===== config.mk =====
export PLATFORM = sky130hd
export DESIGN_NAME = axiBridge
export DESIGN_NICKNAME = d
export VERILOG_FILES = /design/src/common/axiPkg.sv /design/src/common/bridgePkg.sv /design/src/common/dataReqIf.sv /design/src/design/axiBridge.sv /design/src/design/dataReqSlot.sv /design/src/design/readEngine.sv /design/src/design/writeEngine.sv
export SDC_FILE = /design/constraint.sdc
export NUM_CORES = 1
export LEC_CHECK = 0
export BUFFER_PORTS_ARGS = -buffer_cell sky130_fd_sc_hd__buf_4
export CORE_AREA = 2 2 165 167
export DETAILED_ROUTE_END_ITERATION = 6
export DIE_AREA = 0 0 167 169
export GPL_ROUTABILITY_DRIVEN = 0
export PLACE_DENSITY_LB_ADDON = 0.08
export SLEW_MARGIN = 20
export SYNTH_ARGS = -nofsm -noshare
export SYNTH_HDL_FRONTEND = slang
export SYNTH_SLANG_ARGS = --single-unit

===== constraint.sdc =====
create_clock -name clk -period 10.9 [get_ports clk]
set_input_delay 0 -clock clk [delete_from_list [all_inputs] [get_ports clk]]
set_output_delay 0 -clock clk [all_outputs]
set_load 0.02 [all_outputs]

===== src/common/axiPkg.sv =====
`default_nettype none

package axiPkg;

    typedef logic [31:0] addrT;
    typedef logic [3:0]  idT;
    typedef logic [3:0]  lenT;
    typedef logic [2:0]  sizeT;
    typedef logic [1:0]  burstT;

    // instruction fetches and data reads are told apart by their read id
    localparam idT instId = 4'd0;
    localparam idT dataId = 4'd1;

    localparam lenT lineLen   = 4'd3;  // four beats per instruction line
    localparam lenT singleLen = 4'd0;

    localparam addrT lineAlignMask = 32'hffff_fff0;

    // the bridge always moves one 32-bit word per beat on an incrementing burst
    localparam sizeT  beatSize  = 3'b010;
    localparam burstT incrBurst = 2'b01;

endpackage

`default_nettype wire


===== src/common/bridgePkg.sv =====
`default_nettype none

package bridgePkg;

    typedef logic [31:0]  wordT;
    typedef logic [127:0] lineT;
    typedef logic [3:0]   strobeT;

    localparam int beatsPerLine = 4;

    typedef logic [$clog2(beatsPerLine)-1:0] beatIdxT;

    typedef enum logic [1:0] {
        rdIdle,
        rdData,
        rdInst,
        rdLineOut
    } readStateT;

    typedef enum logic [1:0] {
        wrIdle,
        wrAddr,
        wrData,
        wrResp
    } writeStateT;

endpackage

`default_nettype wire


===== src/common/dataReqIf.sv =====
`default_nettype none

interface dataReqIf;
    import axiPkg::*;
    import bridgePkg::*;

    logic   readPending;
    logic   writePending;
    addrT   addr;
    wordT   wData;
    strobeT strobe;
    logic   readDone;
    logic   writeDone;

    modport slot(output readPending, writePending, addr, wData, strobe,
                 input readDone, writeDone);
    modport reader(input readPending, addr, output readDone);
    modport writer(input writePending, addr, wData, strobe, output writeDone);

endinterface

`default_nettype wire


===== src/design/axiBridge.sv =====
`default_nettype none

module axiBridge (
    input  wire                    clk,
    input  wire                    rst,
    input  wire                    instReqValid,
    input  wire axiPkg::addrT      instReqPc,
    output logic                   instReqReady,
    output logic                   instRespValid,
    output bridgePkg::lineT        instRespLine,
    input  wire                    instRespReady,
    input  wire                    dataReqValid,
    input  wire axiPkg::addrT      dataReqAddr,
    input  wire bridgePkg::wordT   dataReqWData,
    input  wire                    dataReqWEn,
    input  wire bridgePkg::strobeT dataReqStrobe,
    output logic                   dataReqReady,
    output logic                   dataRespValid,
    output bridgePkg::wordT        dataRespData,
    input  wire                    dataRespReady,
    output logic                   arValid,
    input  wire                    arReady,
    output axiPkg::idT             arId,
    output axiPkg::addrT           arAddr,
    output axiPkg::lenT            arLen,
    input  wire                    rValid,
    input  wire bridgePkg::wordT   rData,
    input  wire                    rLast,
    output logic                   rReady,
    output logic                   awValid,
    input  wire                    awReady,
    output axiPkg::addrT           awAddr,
    output logic                   wValid,
    input  wire                    wReady,
    output bridgePkg::wordT        wData,
    output bridgePkg::strobeT      wStrb,
    input  wire                    bValid,
    output logic                   bReady
);

    dataReqIf dataReq();

    dataReqSlot dataReqSlot_inst (
        .clk           (clk),
        .rst           (rst),
        .dataReqValid  (dataReqValid),
        .dataReqAddr   (dataReqAddr),
        .dataReqWData  (dataReqWData),
        .dataReqWEn    (dataReqWEn),
        .dataReqStrobe (dataReqStrobe),
        .dataReqReady  (dataReqReady),
        .req           (dataReq.slot)
    );

    readEngine readEngine_inst (
        .clk           (clk),
        .rst           (rst),
        .instReqValid  (instReqValid),
        .instReqPc     (instReqPc),
        .instReqReady  (instReqReady),
        .instRespValid (instRespValid),
        .instRespLine  (instRespLine),
        .instRespReady (instRespReady),
        .dataRespValid (dataRespValid),
        .dataRespData  (dataRespData),
        .dataRespReady (dataRespReady),
        .req           (dataReq.reader),
        .arValid       (arValid),
        .arReady       (arReady),
        .arId          (arId),
        .arAddr        (arAddr),
        .arLen         (arLen),
        .rValid        (rValid),
        .rData         (rData),
        .rLast         (rLast),
        .rReady        (rReady)
    );

    writeEngine writeEngine_inst (
        .clk     (clk),
        .rst     (rst),
        .req     (dataReq.writer),
        .awValid (awValid),
        .awReady (awReady),
        .awAddr  (awAddr),
        .wValid  (wValid),
        .wReady  (wReady),
        .wData   (wData),
        .wStrb   (wStrb),
        .bValid  (bValid),
        .bReady  (bReady)
    );

endmodule

`default_nettype wire


===== src/design/dataReqSlot.sv =====
`default_nettype none

module dataReqSlot (
    input  wire                    clk,
    input  wire                    rst,
    input  wire                    dataReqValid,
    input  wire axiPkg::addrT      dataReqAddr,
    input  wire bridgePkg::wordT   dataReqWData,
    input  wire                    dataReqWEn,
    input  wire bridgePkg::strobeT dataReqStrobe,
    output logic                   dataReqReady,
    dataReqIf.slot                 req
);
    import axiPkg::*;
    import bridgePkg::*;

    logic   held;
    logic   heldWrite;
    addrT   addrQ;
    wordT   wDataQ;
    strobeT strobeQ;

    assign dataReqReady = !held;

    always_ff @(posedge clk) begin
        if (rst) begin
            held      <= 1'b0;
            heldWrite <= 1'b0;
        end else if (dataReqValid && dataReqReady) begin
            held      <= 1'b1;
            heldWrite <= dataReqWEn;
        end else if (req.readDone || req.writeDone) begin
            held <= 1'b0;  // only one engine can own the request at a time
        end
    end

    always_ff @(posedge clk) begin
        if (dataReqValid && dataReqReady) begin
            addrQ   <= dataReqAddr;
            wDataQ  <= dataReqWData;
            strobeQ <= dataReqStrobe;
        end
    end

    assign req.readPending  = held && !heldWrite;
    assign req.writePending = held && heldWrite;
    assign req.addr         = addrQ;
    assign req.wData        = wDataQ;
    assign req.strobe       = strobeQ;

endmodule

`default_nettype wire


===== src/design/readEngine.sv =====
`default_nettype none

module readEngine (
    input  wire                  clk,
    input  wire                  rst,
    input  wire                  instReqValid,
    input  wire axiPkg::addrT    instReqPc,
    output logic                 instReqReady,
    output logic                 instRespValid,
    output bridgePkg::lineT      instRespLine,
    input  wire                  instRespReady,
    output logic                 dataRespValid,
    output bridgePkg::wordT      dataRespData,
    input  wire                  dataRespReady,
    dataReqIf.reader             req,
    output logic                 arValid,
    input  wire                  arReady,
    output axiPkg::idT           arId,
    output axiPkg::addrT         arAddr,
    output axiPkg::lenT          arLen,
    input  wire                  rValid,
    input  wire bridgePkg::wordT rData,
    input  wire                  rLast,
    output logic                 rReady
);
    import axiPkg::*;
    import bridgePkg::*;

    readStateT state;
    logic      instHeld;
    addrT      instPc;
    logic      arHold;
    logic      holdData;
    logic      pickData;
    beatIdxT   beatIdx;
    lineT      line;
    logic      rFire;

    assign instReqReady = !instHeld;

    always_ff @(posedge clk) begin
        if (rst) begin
            instHeld <= 1'b0;
        end else if (instReqValid && instReqReady) begin
            instHeld <= 1'b1;
        end else if (state == rdLineOut && instRespReady) begin
            instHeld <= 1'b0;
        end
    end

    always_ff @(posedge clk) begin
        if (instReqValid && instReqReady) begin
            instPc <= instReqPc;
        end
    end

    // once an AR is offered its choice is frozen so the address stays stable while stalled
    assign pickData = arHold ? holdData : req.readPending;

    always_ff @(posedge clk) begin
        if (rst) begin
            arHold <= 1'b0;
        end else begin
            arHold <= arValid && !arReady;
        end
        holdData <= pickData;
    end

    assign arValid = (state == rdIdle) && (req.readPending || instHeld);
    assign arId    = pickData ? dataId : instId;
    assign arAddr  = pickData ? req.addr : (instPc & lineAlignMask);
    assign arLen   = pickData ? singleLen : lineLen;

    assign rReady        = (state == rdInst) || (state == rdData && dataRespReady);
    assign rFire         = rValid && rReady;
    assign dataRespValid = (state == rdData) && rValid;
    assign dataRespData  = rData;
    assign req.readDone  = (state == rdData) && rFire;
    assign instRespValid = (state == rdLineOut);
    assign instRespLine  = line;

    always_ff @(posedge clk) begin
        if (rst) begin
            state <= rdIdle;
        end else begin
            case (state)
                rdIdle: begin
                    if (arValid && arReady) begin
                        state <= pickData ? rdData : rdInst;
                    end
                end
                rdData: begin
                    if (rFire) begin
                        state <= rdIdle;
                    end
                end
                rdInst: begin
                    if (rFire && rLast) begin
                        state <= rdLineOut;
                    end
                end
                rdLineOut: begin
                    if (instRespReady) begin
                        state <= rdIdle;
                    end
                end
                default: state <= rdIdle;
            endcase
        end
    end

    always_ff @(posedge clk) begin
        if (rst) begin
            beatIdx <= '0;
        end else if (state == rdInst && rFire) begin
            beatIdx <= beatIdx + 1'b1;
        end else if (state == rdIdle) begin
            beatIdx <= '0;
        end
    end

    always_ff @(posedge clk) begin
        if (state == rdInst && rFire) begin
            line[beatIdx * $bits(wordT) +: $bits(wordT)] <= rData;  // lowest address lands lowest
        end
    end

endmodule

`default_nettype wire


===== src/design/writeEngine.sv =====
`default_nettype none

module writeEngine (
    input  wire         clk,
    input  wire         rst,
    dataReqIf.writer    req,
    output logic        awValid,
    input  wire         awReady,
    output axiPkg::addrT awAddr,
    output logic        wValid,
    input  wire         wReady,
    output bridgePkg::wordT   wData,
    output bridgePkg::strobeT wStrb,
    input  wire         bValid,
    output logic        bReady
);
    import bridgePkg::*;

    writeStateT state;

    assign awValid = (state == wrAddr);
    assign awAddr  = req.addr;
    assign wValid  = (state == wrData);
    assign wData   = req.wData;
    assign wStrb   = req.strobe;
    assign bReady  = (state == wrResp);

    // the request is released only once the slave has answered
    assign req.writeDone = (state == wrResp) && bValid;

    always_ff @(posedge clk) begin
        if (rst) begin
            state <= wrIdle;
        end else begin
            case (state)
                wrIdle: begin
                    if (req.writePending) begin
                        state <= wrAddr;
                    end
                end
                wrAddr: begin
                    if (awReady) begin
                        state <= wrData;
                    end
                end
                wrData: begin
                    if (wReady) begin
                        state <= wrResp;
                    end
                end
                wrResp: begin
                    if (bValid) begin
                        state <= wrIdle;
                    end
                end
                default: state <= wrIdle;
            endcase
        end
    end

endmodule

`default_nettype wire


### Word-level counts from Yosys, hierarchy flattened

Cells that the tools add are included.

* bits in registers: 239
* input bits: 145
* output and inout bits: 277
* logic and storage cells: 82

* $add $sub $neg: 2
* eq/ne operators: 14
* shifts and indexed selects: 2
* muxes and demuxes: 22
* reduce and logical (&&, ||, !) cells: 29

Operators by type and width (number)
* bitwise mux 128 bit: 1
* variable shift 32 x 34 -> 128 bit (first input constant): 1
* indexed part select 32 x 34 -> 128 bit: 1
* negator 7 -> 34 bit: 1
* 2-to-1 mux 32 bit: 1
* 2-to-1 mux 2 bit: 12
* case mux 2 bit (4 select lines): 2
* logical AND 1 bit: 15
* equality test 2 bit (second input constant): 4
* != test 2 x 1 -> 1 bit (second input constant): 4
* != test 2 bit (second input constant): 4
* AND reduction 4 bit: 2
* 2-to-1 mux 1 bit: 6
* nonzero test 2 bit: 3
* equality test 2 x 1 -> 1 bit (second input constant): 2
* logical NOT 1 bit: 4
* logical NOT 2 bit: 2
* logical OR 1 bit: 3
* adder 2 x 1 -> 2 bit (second input constant): 1

### Logic depth before layout (Yosys ltp)

* depth after elaboration: 8
* depth in mapped cells: 5
* gate-level depth less buffers: 5

### Hierarchy

From an unflattened synthesis, not the netlist that was laid out.

* cells, all modules: 599
* area, all modules: 9565.4 um2

By module, submodules not included
* readEngine: instances 1, cells an instance 431, area each 6683.9 um2, seq. area each 4824.6 um2
* dataReqSlot: instances 1, cells an instance 79, area each 2150.8 um2, seq. area each 2082.0 um2
* writeEngine: instances 1, cells an instance 89, area each 730.7 um2, seq. area each 40.0 um2

### Worst setup path after synthesis

Ideal clock, no wire load.

* kind: register to register
* start point: reg dataReqSlot_inst.held
* end point: reg dataReqSlot_inst.heldWrite
* library setup time: 0.127 ns
* arrival: 3.894 ns
* data required time: 10.773 ns
* slack: 6.879 ns
* cell stages (with the launch flop): 4
* buffers on the path: 0
* clock period less this slack: 4.021 ns
* path through: dfxtp_1 > nor2b_1 > mux2i_1 > nor2_1

* word-level cells in the longest chain between the ends: 2

Ends and longest elaborated chain
* from (decl): line dataReqSlot.sv:17 `logic held;`
* from (signal assigned): line dataReqSlot.sv:27 `held <= 1'b0;`
* from (signal assigned): line dataReqSlot.sv:30 `held <= 1'b1;`
* from (signal assigned): line dataReqSlot.sv:33 `held <= 1'b0;`
* logical NOT 1 bit: line dataReqSlot.sv:23 `assign dataReqReady = !held;`
* logical AND 1 bit: line dataReqSlot.sv:29 `end else if (dataReqValid && dataReqReady) begin`
* to (signal assigned): line dataReqSlot.sv:31 `heldWrite <= dataReqWEn;`
* to (decl): line dataReqSlot.sv:18 `logic heldWrite;`

No other way between the ends.
A chain may end at the register's enable or synchronous reset.

### Worst setup path after layout

* start point: reg readEngine_inst.beatIdx[0]
* end point: reg readEngine_inst.line[78], in the netlist readEngine_inst.instRespLine[78], data pin

* word-level cells in the longest chain between the ends: 3
* elaborated cells on any way between the ends: 4
* those cells by class: add/sub (1); shift (2); mux (1)

Ends and longest elaborated chain
* from (decl): line readEngine.sv:35 `beatIdxT beatIdx;`
* from (signal assigned): line readEngine.sv:116 `beatIdx <= beatIdx + 1'b1;`
* negator 7 -> 34 bit *: line readEngine.sv:124 `line[beatIdx * $bits(wordT) +: $bits(wordT)] <= rData;`
* indexed part select 32 x 34 -> 128 bit / variable shift 32 x 34 -> 128 bit (equally long branches): line readEngine.sv:124
* bitwise mux 128 bit *: line readEngine.sv:124
* to (signal, indexed assignment): line readEngine.sv:124
* to (decl): line readEngine.sv:36 `lineT line;`

Mark *: on every way between the ends. The rest lies on a longest branch, timed or not.

==> impl_metrics.toml <==
[drt]
vias = 6306
drt-vias-per-instance = 4.40
drt_iter0_drc = 337
wl_per_cell_microns = 18.5
wl_microns = 26600
final_antenna_net_count = 0
drcViolationCount = 0
dr.pass1.iters = 4

[worst_setup_path]
critical_path.max_stage_delay_ps = 570
regToRegSetupSlack_ps = 8510
end_kind = "register"
cp_slowest_cell = "dfxtp_1"
endpoint = "readEngine_inst.instRespLine[78]"
cp.required_ps = 11270
critical-path-top-delay-family = "simple AND/OR/NAND/NOR gates"
r2r-start = "readEngine_inst.beatIdx[0]"
worstPathCellList = "inv_2, ha_1, nor3b_4, buf_4, and2_1"
reg2reg_to = "readEngine_inst.instRespLine[78]"
crit_type = "register to register"
startpoint = "readEngine_inst.beatIdx[0]"
start_kind = "register"
reg2reg_depth = 5
cp_num_buf_inv = 2
cp_max_fo = 24
worstPathArrival_ps = 2770
crit_cells = 5

[clock_network]
clockRootBuffer = "clkbuf_16"
clk_path_buf_depth = 3
numCtsBuffers = 27
clk_latency_ps = 510
clock_sinks = 235
cts_tree = "built"
cts_setup_buffers = 0
cts_max_level = 1
path_clk_slew_ps = 60

[place]
place_area_sq_mm = 0.0124
dp_hpwl_microns = 17400
port_buffers = 412

[die]
initial_core_util_pct = 34.6
dieArea_sq_mm = 0.0282
die_x_microns = 167
io_pins = 422
core_area_sq_mm = 0.0265
die_h_microns = 169
fp-row-count = 60

[synthesis]
netlist_instances = 534
synth_cell_types = 37
yosysWarnings = 0
yosysTopAreaCell = "edfxtp_1"
synth_seq_area_share_pct = 75.8
synth_seq_cells = 235
netlist_area_sq_mm = 0.00916
synth.top_cell.area_share_pct = 73.4
syn_avg_cell_area_sq_um = 17.2
synthArstFlopShare_pct = 0
synth_flop_cell = "edfxtp_1"
netlist_top_cells_area = "edfxtp_1 73%, and2_1 9.1%, mux2_4 3.9%"
synth_edf_count = 224

[sta]
slew_violations = 0
max_slew_margin_pct = 36.9
rsz0062_at_grt = "no"
max_freq_ghz = 0.418
hold_viol = 0
min_period_over_period_pct = 21.9
tightest_slew_ps = 946
setup_violations = 0
fin_tns_setup_ps = 0
clock-skew-final_ps = 5.86
fin_crit_ps = 2390

[worst_hold_path]
holdCritPathClass = "primary input to register"

[grt]
antenna_found_initial = 0
first_global_vias = 6789
grt_max_degree = 63
track_usage_pct = 17.9
grt-ovfl-total = 0
grt_pass1_wl_microns = 38700

[layout]
antenna_cells = 0
final_nets = 1228
fin_util_pct = 55.2
layout_commonest_cell = "buf_4"
nFillCells = 2181
final_cell_area_sq_mm = 0.0146
syn_to_final_growth_pct = 59.7
layout_common_cells = "418 x buf_4, 224 x edfxtp_1, 146 x dlygate4sd3_1"
drive_gt1_share_pct = 45.6

[power_and_ir_drop]
p_per_area_mw_per_mm2 = 148
p_leak_uw = 0.00584
vdd_drop_max_mv = 0.126

[run]
drv_cap = 0

[outcome]
status = "complete, no violations"
## registers in the layout, indices dropped and copies added, names as in the netlist, 2 cells and up
| register | cells |
|---|---|
| readEngine_inst.instRespLine | 128 |
| dataReqSlot_inst.req.addr | 32 |
| dataReqSlot_inst.req.wData | 32 |
| readEngine_inst.instPc | 28 |
| dataReqSlot_inst.req.strobe | 4 |
| readEngine_inst.beatIdx | 2 |
| readEngine_inst.state | 2 |
| writeEngine_inst.state | 2 |
## per-stage QoR
stage / hold WS (ps) / worst slack (ps) / std cells / total power [uW]
after floorplan: 79.3 / 6880 / 538 / 1200
after global placement: 178 / 8560 / 1240 / 1320
after detailed placement: 179 / 8480 / 1240 / 1320
after CTS: 185 / 8480 / 1433 / 2190
after global routing: 194 / 8380 / 1433 / 2250
final: 208 / 8510 / 1433 / 2160
## worst min path at each step
stage	cells after the start	slack, ps	from	end
final	2	210	dataReqAddr[21]	dataReqSlot_inst.req.addr[21]
after global routing	2	190	dataReqWData[8]	dataReqSlot_inst.req.wData[8]
after CTS	2	180	dataReqWData[27]	dataReqSlot_inst.req.wData[27]
after detailed placement	1	180	dataReqAddr[20]	dataReqSlot_inst.req.addr[20]
after global placement	1	180	dataReqStrobe[0]	dataReqSlot_inst.req.strobe[0]
after floorplan	1	80	arReady	readEngine_inst.arHold
## per-layer routing
layer / vias to the layer above / wire length (microns) / global-route usage, %
li1: 2946 / - / -
met1: 3066 / 10200 / 20.6
met2: 242 / 13900 / 32.6
met3: 52 / 1610 / 3.93
met4: 0 / 878 / 6.71
met5: - / 0 / 0
## Yosys cell counts (2+ instances only)
cell,n
edfxtp_1,224
and2_1,134
buf_4,39
mux2_4,24
dfxtp_1,11
nor2b_1,10
clkbuf_1,9
ha_1,9
inv_1,9
nand2_1,9
buf_2,6
and3_1,5
o21ai_0,5
mux2_2,4
nor2_1,4
nor3b_2,4
a21oi_1,3
nand3_1,3
a31oi_1,2
buf_12,2
mux2i_1,2
## kinds of logic after synthesis
| family | count (synthesis) | share of synthesized area, % |
|---|---|---|
| fa+ha+maj | 9 | 1.23 |
| mux | 30 | 4.64 |
| flops | 235 | 75.8 |
| compound gates | 15 | 1.22 |
| simple gates | 176 | 12.1 |
| buf+inv | 68 | 5.00 |
| other cells | 1 | 0.0409 |
## power breakdown
group | switching, uW | internal [uW] | leakage [uW]
Sequential | 15.8 | 1020 | 0.00201
Combinational | 151 | 158 | 0.00345
Clock | 340 | 476 | 0.000382
Total | 507 | 1660 | 0.00584
## area by class of cell
| cell class | instances | area (sq um) | area share (%) |
|---|---|---|---|
| flip-flops and latches | 235 | 6950 | 47.5 |
| repair buffers | 564 | 4600 | 31.4 |
| multi-input cells | 235 | 1810 | 12.4 |
| clock buffers | 33 | 698 | 4.77 |
| well taps | 341 | 427 | 2.92 |
| clock inverters | 14 | 100 | 0.684 |
| inverters | 11 | 46.3 | 0.316 |
## timing repair
item                                    in CTS  in global routing
endpoints found under the setup margin       0                  0
resized for setup                            0                  0
hold buffers                               146                  0
hold endpoints to repair                   240                  0
(Power assumes the default switching activity.)
